==> config.mk <==
export PLATFORM = sky130hd
export DESIGN_NAME = vector_decode_stage
export DESIGN_NICKNAME = d
export VERILOG_FILES = /design/src/rtl/vdec_pkg.sv /design/src/rtl/decode_execute_latch.sv /design/src/rtl/element_counter.sv /design/src/rtl/operand_offset_gen.sv /design/src/rtl/vector_control_unit.sv /design/src/rtl/vector_decode_stage.sv
export SDC_FILE = /design/constraint.sdc
export NUM_CORES = 1
export LEC_CHECK = 0
export BUFFER_PORTS_ARGS = -buffer_cell sky130_fd_sc_hd__buf_2
export CAP_MARGIN = 20
export CORE_AREA = 5 5 275 277
export CTS_CLUSTER_DIAMETER = 200
export DETAILED_ROUTE_END_ITERATION = 7
export DIE_AREA = 0 0 280 282
export GPL_TIMING_DRIVEN = 0
export PLACE_DENSITY = 0.42
export SETUP_SLACK_MARGIN = 0.4
export SLEW_MARGIN = 20
export SYNTH_ARGS = -nofsm -noshare
export SYNTH_HDL_FRONTEND = slang
export SYNTH_SLANG_ARGS = --single-unit
==> constraint.sdc <==
create_clock -name CLK -period 11.4 [get_ports CLK]
set_input_delay 3.42 -clock CLK [delete_from_list [all_inputs] [get_ports CLK]]
set_output_delay 3.42 -clock CLK [all_outputs]
set_load 0.005 [all_outputs]
==> src/rtl/vdec_pkg.sv <==
package vdec_pkg;

  localparam int XLEN       = 32;
  localparam int VLEN       = 128;
  // 16 elements at SEW8, one extra bit for the lane-1 index
  localparam int VLEN_WIDTH = $clog2(VLEN / 8) + 1;
  localparam int LANES      = 2;

  // OP-V major opcode and its minor fields
  localparam logic [6:0] OP_V     = 7'b1010111;
  localparam logic [2:0] F3_OPIVV = 3'b000;
  localparam logic [2:0] F3_OPMVV = 3'b010;
  localparam logic [2:0] F3_OPIVI = 3'b011;
  localparam logic [2:0] F3_OPIVX = 3'b100;
  localparam logic [2:0] F3_OPMVX = 3'b110;
  localparam logic [2:0] F3_OPCFG = 3'b111;

  localparam logic [5:0] F6_VADD       = 6'b000000;
  localparam logic [5:0] F6_VSUB       = 6'b000010;
  localparam logic [5:0] F6_VRGATHER   = 6'b001100;
  localparam logic [5:0] F6_VSLIDEUP   = 6'b001110;
  // also vslide1down under OPMVX
  localparam logic [5:0] F6_VSLIDEDOWN = 6'b001111;
  localparam logic [5:0] F6_VWADDU     = 6'b110000;

  typedef logic [XLEN-1:0]       word_t;
  typedef logic [VLEN_WIDTH-1:0] offset_t;
  typedef logic [4:0]            vreg_sel_t;
  typedef logic [4:0]            imm5_t;
  typedef logic [7:0]            vtype_t;

  typedef enum logic [2:0] {SEW8 = 3'b000, SEW16 = 3'b001, SEW32 = 3'b010} sew_t;

  typedef enum logic [2:0] {
    LMUL1   = 3'b000,
    LMUL2   = 3'b001,
    LMUL4   = 3'b010,
    LMUL8   = 3'b011,
    LMUL_F8 = 3'b101,
    LMUL_F4 = 3'b110,
    LMUL_F2 = 3'b111
  } vlmul_t;

  typedef enum logic {VS1_SRC_NORMAL, VS1_SRC_ZERO} vs1_src_t;

  typedef enum logic [2:0] {
    VS2_SRC_NORMAL,
    VS2_SRC_IDX_PLUS_RS1,
    VS2_SRC_IDX_PLUS_UIMM,
    VS2_SRC_IDX_PLUS_1,
    VS2_SRC_VS1,
    VS2_SRC_RS1,
    VS2_SRC_UIMM,
    VS2_SRC_ZERO
  } vs2_src_t;

  typedef enum logic [2:0] {
    VD_SRC_NORMAL,
    VD_SRC_ZERO,
    VD_SRC_IDX_PLUS_RS1,
    VD_SRC_IDX_PLUS_UIMM
  } vd_src_t;

  typedef enum logic [1:0] {ALU_ADD, ALU_SUB, ALU_PASS} aluop_t;
  typedef enum logic [1:0] {CFG_NONE, VSETVLI, VSETIVLI} cfg_t;

  typedef struct packed {
    vreg_sel_t vs1;
    vreg_sel_t vs2;
    vreg_sel_t vd;
    imm5_t     imm5;
    // vtype image carried in the zimm field of vset*vli
    vtype_t    zimm;
    logic      vm;
    vs1_src_t  vs1_src;
    vs2_src_t  vs2_src;
    vd_src_t   vd_src;
    aluop_t    aluop;
    cfg_t      cfgsel;
    logic      is_signed;
    logic      vd_widen;
    logic      win;
    logic      wen;
    logic      rd_wen;
    logic      illegal;
  } vctrl_t;

  typedef struct packed {
    word_t lane1;
    word_t lane0;
  } lane_pair_t;

  typedef struct packed {
    vreg_sel_t sel;
    offset_t   offset;
  } rf_read_t;

  typedef struct packed {
    logic       valid;
    aluop_t     aluop;
    lane_pair_t vs1;
    lane_pair_t vs2;
    lane_pair_t vs3;
    word_t      imm;
    word_t      xs1;
    word_t      xs2;
    vreg_sel_t  vd;
    offset_t    woffset0;
    offset_t    woffset1;
    offset_t    vs2_offset0;
    offset_t    vs2_offset1;
    logic       wen0;
    logic       wen1;
    logic       mask0;
    logic       mask1;
    sew_t       eew;
    sew_t       sew;
    vlmul_t     lmul;
    offset_t    vl;
    logic       vd_widen;
    logic       is_masked;
    logic       rd_wen;
    cfg_t       cfgsel;
    vtype_t     next_vtype;
    word_t      next_avl;
  } de_bundle_t;

endpackage

==> src/rtl/decode_execute_latch.sv <==
module decode_execute_latch
  import vdec_pkg::*;
(
  input  logic       CLK,
  input  logic       nRST,
  input  logic       stall,
  input  logic       flush,
  input  logic       issue,
  input  vctrl_t     ctrl,
  input  logic       last,
  input  offset_t    vs2_offset0,
  input  offset_t    vs2_offset1,
  input  offset_t    woffset0,
  input  offset_t    woffset1,
  input  logic       wen0,
  input  logic       wen1,
  input  logic       mask0,
  input  logic       mask1,
  input  sew_t       eew,
  input  lane_pair_t vs1_data,
  input  lane_pair_t vs2_data,
  input  lane_pair_t vs3_data,
  input  word_t      xs1,
  input  word_t      xs2,
  input  vtype_t     vtype,
  input  offset_t    vl,
  output de_bundle_t bundle
);

  de_bundle_t nxt;
  de_bundle_t data_q;
  logic       valid_q;
  logic       tail0;
  logic       tail1;

  // lane 1 falls past vl on the final pair of an odd vl
  assign tail0 = (vl == '0);
  assign tail1 = tail0 || (last && vl[0]);

  always_comb begin
    nxt             = '0;
    nxt.valid       = 1'b1;
    nxt.aluop       = ctrl.aluop;
    nxt.vs1         = vs1_data;
    nxt.vs2         = vs2_data;
    nxt.vs3         = vs3_data;
    nxt.imm         = ctrl.is_signed ? {{(XLEN-5){ctrl.imm5[4]}}, ctrl.imm5}
                                     : {{(XLEN-5){1'b0}}, ctrl.imm5};
    nxt.xs1         = xs1;
    nxt.xs2         = xs2;
    nxt.vd          = ctrl.vd;
    nxt.woffset0    = woffset0;
    nxt.woffset1    = woffset1;
    nxt.vs2_offset0 = vs2_offset0;
    nxt.vs2_offset1 = vs2_offset1;
    nxt.wen0        = wen0 && !tail0;
    nxt.wen1        = wen1 && !tail1;
    nxt.mask0       = mask0;
    nxt.mask1       = mask1;
    nxt.eew         = eew;
    nxt.sew         = sew_t'(vtype[5:3]);
    nxt.lmul        = vlmul_t'(vtype[2:0]);
    nxt.vl          = vl;
    nxt.vd_widen    = ctrl.vd_widen;
    nxt.is_masked   = !ctrl.vm;
    nxt.rd_wen      = ctrl.rd_wen;
    nxt.cfgsel      = ctrl.cfgsel;
    nxt.next_vtype  = (ctrl.cfgsel != CFG_NONE) ? ctrl.zimm : xs2[7:0];
    nxt.next_avl    = (ctrl.cfgsel == VSETIVLI) ? word_t'(ctrl.imm5) : xs1;
  end

  always_ff @(posedge CLK, negedge nRST) begin
    if (!nRST) begin
      valid_q <= 1'b0;
    end else if (flush) begin
      valid_q <= 1'b0;
    end else if (!stall) begin
      valid_q <= issue;
    end
  end

  always_ff @(posedge CLK) begin
    if (issue) begin
      data_q <= nxt;
    end
  end

  always_comb begin
    bundle       = data_q;
    bundle.valid = valid_q;
  end

  flush_drops_valid: assert property (
    @(posedge CLK) disable iff (!nRST)
    flush |=> !bundle.valid
  );

endmodule

==> src/rtl/element_counter.sv <==
module element_counter
  import vdec_pkg::*;
(
  input  logic    CLK,
  input  logic    nRST,
  input  vctrl_t  ctrl,
  input  logic    instr_valid,
  input  logic    stall,
  input  logic    flush,
  input  offset_t vl,
  output offset_t offset,
  output logic    last,
  output logic    instr_done,
  output logic    busy
);

  logic                  advance;
  logic                  issue;
  logic [VLEN_WIDTH:0]   pair_end;

  // one extra bit so offset+LANES cannot wrap below vl
  assign pair_end = {1'b0, offset} + (VLEN_WIDTH + 1)'(LANES);

  assign last = (ctrl.cfgsel != CFG_NONE) || (pair_end >= {1'b0, vl});

  assign advance    = instr_valid && !stall && !flush;
  assign issue      = advance && !ctrl.illegal;
  // illegal words retire in one cycle without issuing
  assign instr_done = advance && (ctrl.illegal || last);

  always_ff @(posedge CLK, negedge nRST) begin
    if (!nRST) begin
      offset <= '0;
      busy   <= 1'b0;
    end else if (flush) begin
      offset <= '0;
      busy   <= 1'b0;
    end else if (issue) begin
      if (last) begin
        offset <= '0;
        busy   <= 1'b0;
      end else begin
        offset <= offset + offset_t'(LANES);
        busy   <= 1'b1;
      end
    end
  end

  // vl is held by the source while an instruction is in flight
  offset_below_vl: assert property (
    @(posedge CLK) disable iff (!nRST)
    busy |-> offset < vl
  );

endmodule

==> src/rtl/operand_offset_gen.sv <==
module operand_offset_gen
  import vdec_pkg::*;
(
  input  vctrl_t     ctrl,
  input  offset_t    offset,
  input  logic       last,
  input  word_t      xs1,
  input  vtype_t     vtype,
  input  logic [1:0] v0_mask,
  input  lane_pair_t vs1_data,
  output rf_read_t   vs1_rd,
  output rf_read_t   vs2_rd,
  output rf_read_t   vs3_rd,
  output sew_t       vs2_sew,
  output offset_t    woffset0,
  output offset_t    woffset1,
  output offset_t    vs2_offset1,
  output logic       wen0,
  output logic       wen1,
  output logic       mask0,
  output logic       mask1,
  output sew_t       eew
);

  sew_t    sew;
  offset_t idx1;
  offset_t rs1_off;
  offset_t uimm_off;
  offset_t vs2_offset0;

  // one step up, SEW32 is the ceiling
  function automatic sew_t widen(input sew_t s);
    case (s)
      SEW8:         widen = SEW16;
      SEW16, SEW32: widen = SEW32;
      default:      widen = s;
    endcase
  endfunction

  assign sew      = sew_t'(vtype[5:3]);
  assign idx1     = offset + offset_t'(1);
  assign rs1_off  = xs1[VLEN_WIDTH-1:0];
  assign uimm_off = offset_t'(ctrl.imm5);

  assign eew     = ctrl.vd_widen ? widen(sew) : sew;
  assign vs2_sew = ctrl.win ? widen(sew) : sew;

  always_comb begin
    case (ctrl.vs2_src)
      VS2_SRC_NORMAL:        {vs2_offset0, vs2_offset1} = {offset, idx1};
      VS2_SRC_IDX_PLUS_RS1:  {vs2_offset0, vs2_offset1} = {offset + rs1_off, idx1 + rs1_off};
      VS2_SRC_IDX_PLUS_UIMM: {vs2_offset0, vs2_offset1} = {offset + uimm_off, idx1 + uimm_off};
      VS2_SRC_IDX_PLUS_1:    {vs2_offset0, vs2_offset1} = {idx1, idx1 + offset_t'(1)};
      // gather indices come straight from the vs1 lanes
      VS2_SRC_VS1: begin
        vs2_offset0 = vs1_data.lane0[VLEN_WIDTH-1:0];
        vs2_offset1 = vs1_data.lane1[VLEN_WIDTH-1:0];
      end
      VS2_SRC_RS1:           {vs2_offset0, vs2_offset1} = {rs1_off, rs1_off};
      VS2_SRC_UIMM:          {vs2_offset0, vs2_offset1} = {uimm_off, uimm_off};
      default:               {vs2_offset0, vs2_offset1} = '0;
    endcase
  end

  always_comb begin
    case (ctrl.vd_src)
      VD_SRC_NORMAL:        {woffset0, woffset1} = {offset, idx1};
      VD_SRC_IDX_PLUS_RS1:  {woffset0, woffset1} = {offset + rs1_off, idx1 + rs1_off};
      VD_SRC_IDX_PLUS_UIMM: {woffset0, woffset1} = {offset + uimm_off, idx1 + uimm_off};
      default:              {woffset0, woffset1} = '0;
    endcase
  end

  always_comb begin
    mask0 = ctrl.vm | v0_mask[0];
    mask1 = ctrl.vm | v0_mask[1];
    if (ctrl.vd_src == VD_SRC_ZERO) begin
      // single element at offset 0, written once on the final pair
      wen0 = ctrl.wen & mask0 & last;
      wen1 = 1'b0;
    end else begin
      wen0 = ctrl.wen & mask0;
      wen1 = ctrl.wen & mask1;
    end
  end

  assign vs1_rd.sel    = ctrl.vs1;
  assign vs1_rd.offset = (ctrl.vs1_src == VS1_SRC_ZERO) ? '0 : offset;
  assign vs2_rd.sel    = ctrl.vs2;
  assign vs2_rd.offset = vs2_offset0;
  // old vd contents, read where the write lands
  assign vs3_rd.sel    = ctrl.vd;
  assign vs3_rd.offset = woffset0;

endmodule

==> src/rtl/vector_control_unit.sv <==
module vector_control_unit
  import vdec_pkg::*;
(
  input  logic   CLK,
  input  logic   nRST,
  input  word_t  instr,
  output vctrl_t ctrl
);

  logic [6:0] opcode;
  logic [2:0] funct3;
  logic [5:0] funct6;
  logic       is_ivv;
  logic       is_ivx;
  logic       is_ivi;
  logic       is_mvv;
  logic       is_mvx;

  assign opcode = instr[6:0];
  assign funct3 = instr[14:12];
  assign funct6 = instr[31:26];

  assign is_ivv = (funct3 == F3_OPIVV);
  assign is_ivx = (funct3 == F3_OPIVX);
  assign is_ivi = (funct3 == F3_OPIVI);
  assign is_mvv = (funct3 == F3_OPMVV);
  assign is_mvx = (funct3 == F3_OPMVX);

  always_comb begin
    ctrl         = '0;
    ctrl.vs1     = instr[19:15];
    ctrl.vs2     = instr[24:20];
    ctrl.vd      = instr[11:7];
    ctrl.imm5    = instr[19:15];
    ctrl.zimm    = instr[27:20];
    ctrl.vm      = instr[25];
    ctrl.vs1_src = VS1_SRC_NORMAL;
    ctrl.vs2_src = VS2_SRC_NORMAL;
    ctrl.vd_src  = VD_SRC_NORMAL;
    ctrl.aluop   = ALU_ADD;
    ctrl.cfgsel  = CFG_NONE;
    ctrl.illegal = 1'b1;

    if (opcode == OP_V && funct3 == F3_OPCFG) begin
      // no vector reads, rd gets the new vl
      ctrl.vs1_src = VS1_SRC_ZERO;
      ctrl.vs2_src = VS2_SRC_ZERO;
      ctrl.vd_src  = VD_SRC_ZERO;
      ctrl.aluop   = ALU_PASS;
      if (!instr[31]) begin
        ctrl.cfgsel  = VSETVLI;
        ctrl.rd_wen  = 1'b1;
        ctrl.illegal = 1'b0;
      end else if (instr[30]) begin
        ctrl.cfgsel  = VSETIVLI;
        ctrl.rd_wen  = 1'b1;
        ctrl.illegal = 1'b0;
      end
    end else if (opcode == OP_V) begin
      // scalar and immediate forms leave vs1 unread
      if (!is_ivv && !is_mvv) begin
        ctrl.vs1_src = VS1_SRC_ZERO;
      end
      case (funct6)
        F6_VADD: begin
          if (is_ivv || is_ivx || is_ivi) begin
            ctrl.is_signed = 1'b1;
            ctrl.wen       = 1'b1;
            ctrl.illegal   = 1'b0;
          end
        end
        F6_VSUB: begin
          if (is_ivv || is_ivx) begin
            ctrl.aluop   = ALU_SUB;
            ctrl.wen     = 1'b1;
            ctrl.illegal = 1'b0;
          end
        end
        F6_VRGATHER: begin
          ctrl.aluop = ALU_PASS;
          if (is_ivv || is_ivx || is_ivi) begin
            ctrl.vs2_src = is_ivv ? VS2_SRC_VS1 : (is_ivx ? VS2_SRC_RS1 : VS2_SRC_UIMM);
            ctrl.wen     = 1'b1;
            ctrl.illegal = 1'b0;
          end
        end
        F6_VSLIDEUP: begin
          ctrl.aluop = ALU_PASS;
          if (is_ivx || is_ivi) begin
            ctrl.vd_src  = is_ivx ? VD_SRC_IDX_PLUS_RS1 : VD_SRC_IDX_PLUS_UIMM;
            ctrl.wen     = 1'b1;
            ctrl.illegal = 1'b0;
          end
        end
        F6_VSLIDEDOWN: begin
          ctrl.aluop = ALU_PASS;
          if (is_ivx || is_ivi || is_mvx) begin
            // OPMVX here is vslide1down
            if (is_mvx) begin
              ctrl.vs2_src = VS2_SRC_IDX_PLUS_1;
            end else begin
              ctrl.vs2_src = is_ivx ? VS2_SRC_IDX_PLUS_RS1 : VS2_SRC_IDX_PLUS_UIMM;
            end
            ctrl.wen     = 1'b1;
            ctrl.illegal = 1'b0;
          end
        end
        F6_VWADDU: begin
          if (is_mvv) begin
            ctrl.vd_widen = 1'b1;
            ctrl.win      = 1'b1;
            ctrl.wen      = 1'b1;
            ctrl.illegal  = 1'b0;
          end
        end
        default: ;
      endcase
    end
  end

  // an undecoded word must never reach either register file
  illegal_never_writes: assert property (
    @(posedge CLK) disable iff (!nRST)
    ctrl.illegal |-> !ctrl.wen && !ctrl.rd_wen
  );

endmodule

==> src/rtl/vector_decode_stage.sv <==
module vector_decode_stage
  import vdec_pkg::*;
(
  input  logic       CLK,
  input  logic       nRST,
  input  word_t      instr,
  input  logic       instr_valid,
  input  vtype_t     vtype,
  input  offset_t    vl,
  input  word_t      xs1,
  input  word_t      xs2,
  input  logic       stall,
  input  logic       flush,
  output rf_read_t   vs1_rd,
  output rf_read_t   vs2_rd,
  output rf_read_t   vs3_rd,
  output sew_t       vs2_sew,
  input  lane_pair_t vs1_data,
  input  lane_pair_t vs2_data,
  input  lane_pair_t vs3_data,
  input  logic [1:0] v0_mask,
  output de_bundle_t bundle,
  output logic       instr_done,
  output logic       busy
);

  vctrl_t  ctrl;
  offset_t offset;
  offset_t woffset0;
  offset_t woffset1;
  offset_t vs2_offset1;
  logic    last;
  logic    issue;
  logic    wen0;
  logic    wen1;
  logic    mask0;
  logic    mask1;
  sew_t    eew;

  // one pair enters the pipe this cycle
  assign issue = instr_valid && !ctrl.illegal && !stall && !flush;

  vector_control_unit vcu (
    .CLK   (CLK),
    .nRST  (nRST),
    .instr (instr),
    .ctrl  (ctrl)
  );

  element_counter counter (
    .CLK         (CLK),
    .nRST        (nRST),
    .ctrl        (ctrl),
    .instr_valid (instr_valid),
    .stall       (stall),
    .flush       (flush),
    .vl          (vl),
    .offset      (offset),
    .last        (last),
    .instr_done  (instr_done),
    .busy        (busy)
  );

  operand_offset_gen offset_gen (
    .ctrl        (ctrl),
    .offset      (offset),
    .last        (last),
    .xs1         (xs1),
    .vtype       (vtype),
    .v0_mask     (v0_mask),
    .vs1_data    (vs1_data),
    .vs1_rd      (vs1_rd),
    .vs2_rd      (vs2_rd),
    .vs3_rd      (vs3_rd),
    .vs2_sew     (vs2_sew),
    .woffset0    (woffset0),
    .woffset1    (woffset1),
    .vs2_offset1 (vs2_offset1),
    .wen0        (wen0),
    .wen1        (wen1),
    .mask0       (mask0),
    .mask1       (mask1),
    .eew         (eew)
  );

  decode_execute_latch de_latch (
    .CLK         (CLK),
    .nRST        (nRST),
    .stall       (stall),
    .flush       (flush),
    .issue       (issue),
    .ctrl        (ctrl),
    .last        (last),
    .vs2_offset0 (vs2_rd.offset),
    .vs2_offset1 (vs2_offset1),
    .woffset0    (woffset0),
    .woffset1    (woffset1),
    .wen0        (wen0),
    .wen1        (wen1),
    .mask0       (mask0),
    .mask1       (mask1),
    .eew         (eew),
    .vs1_data    (vs1_data),
    .vs2_data    (vs2_data),
    .vs3_data    (vs3_data),
    .xs1         (xs1),
    .xs2         (xs2),
    .vtype       (vtype),
    .vl          (vl),
    .bundle      (bundle)
  );

endmodule

==> results_tabular.tex <==
\begin{tabular}{lr}
\hline
Metric & Value \\
\hline
\multicolumn{2}{l}{\textbf{Run status}} \\
Run status & finished, final reports clean \\
\multicolumn{2}{l}{\textbf{Synth}} \\
Count of warnings emitted by yosys & 0 \\
Synthesized area & 13470 sq um \\
Mapped Nets & 1084 \\
Share of the yosys chip area belonging to registers & 79.56\% \\
Share of flip-flops with an asynchronous set or reset & 1.676\% \\
Synthesized instance count & 755 \\
Share of Yosys cell area claimed by the top area cell type & 78.45\% \\
Most frequently used flop master after synthesis & sky130\_fd\_sc\_hd\_\_edfxtp\_1 \\
Cell types with the largest area share after synthesis & sky130\_fd\_sc\_hd\_\_edfxtp\_1 (78\%), sky130\_fd\_sc\_hd\_\_buf\_4 (3.1\%), sky130\_fd\_sc\_hd\_\_ha\_1 (1.8\%), sky130\_fd\_sc\_hd\_\_nor2b\_1 (1.6\%), sky130\_fd\_sc\_hd\_\_mux2\_2 (1.2\%) \\
Number of enable flip-flop cells after synthesis & 352 \\
Cell taking the most area after synthesis & sky130\_fd\_sc\_hd\_\_edfxtp\_1 \\
Mean instance size in the synthesized netlist & 17.85 sq um \\
FF+latch count, synth & 358 \\
Count of cell types in the netlist & 70 \\
\multicolumn{2}{l}{\textbf{Critical path}} \\
Crit-path most repeated cell & sky130\_fd\_sc\_hd\_\_buf\_2 \\
CP max stage delay & 580 ps \\
Critical path endpoint category & output port \\
Category of the critical setup timing path & in -> out \\
Data required time at the worst endpoint & 7980 ps \\
Cell-by-cell trace of the critical path & buf\_2 -> nand4b\_1 -> nor3\_1 -> buf\_2 -> o211ai\_2 -> clkbuf\_1 -> nand2\_1 -> a21oi\_1 -> a221oi\_1 -> nand3\_1 -> buf\_4 -> buf\_2 \\
Crit path max-delay family & buffers and inverters \\
Worst Path Arrival & 6160 ps \\
Max Fanout on Critical Path & 10 \\
Standard cell with the maximum stage delay on the critical path & sky130\_fd\_sc\_hd\_\_nor3\_1 \\
Number of buffer and inverter instances along the worst setup path & 5 \\
Worst Setup Start Kind & input pin \\
\multicolumn{2}{l}{\textbf{STA}} \\
Relative slew slack & 37.89\% \\
Unrepaired setup endpoints after global routing & no \\
Final setup violating endpoints & 0 \\
Final hold slack & 504.5 ps \\
Share of the clock period used by the worst path & 84.01\% \\
Clock period minus worst slack & 9577 ps \\
Pin slew with the least headroom to its limit & 926.6 ps \\
Post-route clock skew & 6.307 ps \\
Maximum operating frequency & 104.4 MHz \\
Final Hold Viols & 0 \\
Final-report max-slew violation count & 0 \\
\multicolumn{2}{l}{\textbf{Clock network}} \\
Clock tree root buffer cell & sky130\_fd\_sc\_hd\_\_clkbuf\_16 \\
CTS Buf Count & 44 \\
Clock Tree Buf Depth & 3 \\
Count of buffers added by post-CTS timing repair for setup & 0 \\
Skew-Pair Late Insertion Delay & 550 ps \\
Clock transition at the registers of the reported paths & 60 ps \\
Clock tree from TritonCTS & built \\
Max H-tree Level & 2 \\
Post-CTS Resized & 0 \\
Clock Sinks & 358 \\
Hold bufs inserted after CTS & 0 \\
\multicolumn{2}{l}{\textbf{GRT}} \\
Final global-route overflow total & 0 \\
Overall global routing resource usage & 12.91\% \\
Number of antenna violations at the first check in global routing & 23 \\
Largest net degree at the start of global routing & 37 \\
First-pass GRT wire length & 73910 um \\
Vias in the first global route & 9830 \\
\multicolumn{2}{l}{\textbf{Power}} \\
Power Dens Cells & 151.5 nW/um\^{}2 \\
Design Power & 3.045 mW \\
Highest ir drop seen on vdd & 0.0001043 V \\
Leakage & 8.252 nW \\
\multicolumn{2}{l}{\textbf{Layout}} \\
Post-Route Utilization & 27.69\% \\
Layout net count & 1860 \\
Share of layout cells above drive strength 1 & 57.00\% \\
Most common cell after layout, fill and taps aside & sky130\_fd\_sc\_hd\_\_buf\_2 \\
Leading cell types in the layout, fill and taps excluded & sky130\_fd\_sc\_hd\_\_buf\_2 (722), sky130\_fd\_sc\_hd\_\_edfxtp\_1 (352), sky130\_fd\_sc\_hd\_\_buf\_4 (56) \\
Final instance count without filler cells & 2529 \\
Area Growth Syn to Fin & 49.20\% \\
\multicolumn{2}{l}{\textbf{Drt}} \\
Post-detailed-route count of antenna-violating nets & 0 \\
Average wire per standard cell & 21.73 um \\
Detailed router's first-iteration violation count & 496 \\
Iteration count of the initial detailed-routing pass & 4 \\
Overall routed net length & 54940 um \\
Detailed-route via count & 9573 \\
Via-to-Cell Ratio & 3.785 \\
Detailed-route DRC error count & 0 \\
\multicolumn{2}{l}{\textbf{Hold path}} \\
Worst Hold Class & reg -> reg \\
\multicolumn{2}{l}{\textbf{Floorplanning}} \\
Effective utilization at floorplan & 18.56\% \\
Core area & 72590 sq um \\
Floorplan die area & 78960 sq um \\
Die width & 280 um \\
Std-Cell Rows & 99 \\
Die height & 282 um \\
IO Pins & 722 \\
\multicolumn{2}{l}{\textbf{Placement}} \\
Post-placement cell count & 2444 \\
Gpl congestion & 0.8833 \\
Port Buf Inserts & 717 \\
Placed wire-length estimate & 45120 um \\
\multicolumn{2}{l}{\textbf{Run}} \\
Max Cap Violations & 0 \\
\hline
\end{tabular}
-- sequential cells by signal (all words and copies together) (netlist names) --
signal and cells:
counter.offset 4, de_latch.bundle 352, counter.busy 1, de_latch.valid_q 1
-- cell usage after synthesis, types with 3 or more instances --
| cell | instances |
|---|---|
| sky130_fd_sc_hd__nand2b_1 | 4 |
| sky130_fd_sc_hd__edfxtp_1 | 352 |
| sky130_fd_sc_hd__or4_1 | 4 |
| sky130_fd_sc_hd__or3_1 | 3 |
| sky130_fd_sc_hd__a21o_1 | 10 |
| sky130_fd_sc_hd__o21a_1 | 3 |
| sky130_fd_sc_hd__nor2_1 | 22 |
| sky130_fd_sc_hd__buf_2 | 5 |
| sky130_fd_sc_hd__mux2_2 | 14 |
| sky130_fd_sc_hd__clkbuf_1 | 12 |
| sky130_fd_sc_hd__mux2i_1 | 4 |
| sky130_fd_sc_hd__a221oi_1 | 3 |
| sky130_fd_sc_hd__nor3_1 | 5 |
| sky130_fd_sc_hd__nand2_1 | 36 |
| sky130_fd_sc_hd__xnor2_1 | 15 |
| sky130_fd_sc_hd__a211oi_1 | 4 |
| sky130_fd_sc_hd__buf_6 | 3 |
| sky130_fd_sc_hd__nor2b_1 | 34 |
| sky130_fd_sc_hd__o31ai_1 | 4 |
| sky130_fd_sc_hd__a21oi_1 | 22 |
| sky130_fd_sc_hd__ha_1 | 19 |
| sky130_fd_sc_hd__nor4_1 | 3 |
| sky130_fd_sc_hd__buf_4 | 56 |
| sky130_fd_sc_hd__a31oi_1 | 3 |
| sky130_fd_sc_hd__dfrtp_1 | 6 |
| sky130_fd_sc_hd__or2_2 | 3 |
| sky130_fd_sc_hd__nand3_1 | 8 |
| sky130_fd_sc_hd__o21ai_0 | 20 |
| sky130_fd_sc_hd__xor2_1 | 7 |
| sky130_fd_sc_hd__inv_1 | 19 |
-- layer usage --
metal | vias up | share of wire, % | global-route usage [%]
li1 | 4392 | - | -
met2 | 434 | 52 | 23.45
met3 | 99 | 9.5 | 4.504
met5 | - | 0.071 | 0
met4 | 6 | 2.5 | 3.369
met1 | 4642 | 36 | 14.48
-- per-stage QoR --
step | instance area [sq um] | TNS [ps] | setup WS [ps]
detailed placement | 18560 | 0 | 1761
CTS | 20090 | 0 | 1758
floorplan | 13480 | 0 | 927.7
global route | 20100 | 0 | 1533
global placement | 18270 | -798070 | -2314
finish | 20100 | 0 | 1823
-- worst reg2reg max path, cell delays in order, from the launching register on --
cell	delay, ps
sky130_fd_sc_hd__dfrtp_1	740
sky130_fd_sc_hd__inv_1	350
sky130_fd_sc_hd__fa_1	510
sky130_fd_sc_hd__inv_1	70
sky130_fd_sc_hd__a21o_1	120
sky130_fd_sc_hd__a21oi_1	90
sky130_fd_sc_hd__xnor2_1	160
sky130_fd_sc_hd__a21oi_1	160
sky130_fd_sc_hd__o21ai_1	70
sky130_fd_sc_hd__or3b_1	360
-- power breakdown --
group	total (mW)	internal, mW	switching, mW
sequential	1.44	1.44	0.000108
combinational	0.110	0.0593	0.0504
clock	1.49	0.918	0.573
-- area by class of cell --
class	count	area, sq um
Clock inverter	28	402.9
Fill cell	7557	52480
Tap cell	959	1200
Timing Repair Buffer	730	3879
Buffer	76	524.3
Sequential cell	358	10720
Multi-Input combinational cell	302	2158
Clock buffer	52	1131
Inverter	19	75.07
Antenna cell	5	12.51
-- worst paths after layout --
check	slack [ps]	end	from	cells after the start
worst max-delay path	1820	vs2_rd[3]	instr[5]	12
worst min-delay path	500	counter.busy	counter.busy	1
worst max register to register	8500	de_latch.bundle[67]	counter.offset[1]	9
worst min register to register	500	counter.busy	counter.busy	1
max in group asynchronous	8550	counter.offset[4]	nRST	1
min in group asynchronous	2690	de_latch.valid_q	nRST	1
-- logic make-up (layout without fill, tap and decap cells) --
family / Yosys count / in the layout / share of synthesized area [%]
compound gates: 97 / 97 / 5.200
simple gates: 143 / 143 / 5.832
other cells: 1 / 6 / 0.02783
flops: 358 / 358 / 79.56
buf+inv: 95 / 905 / 4.420
xor+xnor: 22 / 22 / 1.430
mux: 18 / 18 / 1.467
fa+ha+maj: 21 / 21 / 2.061
Note: power is estimated with default switching activity, not from simulation.
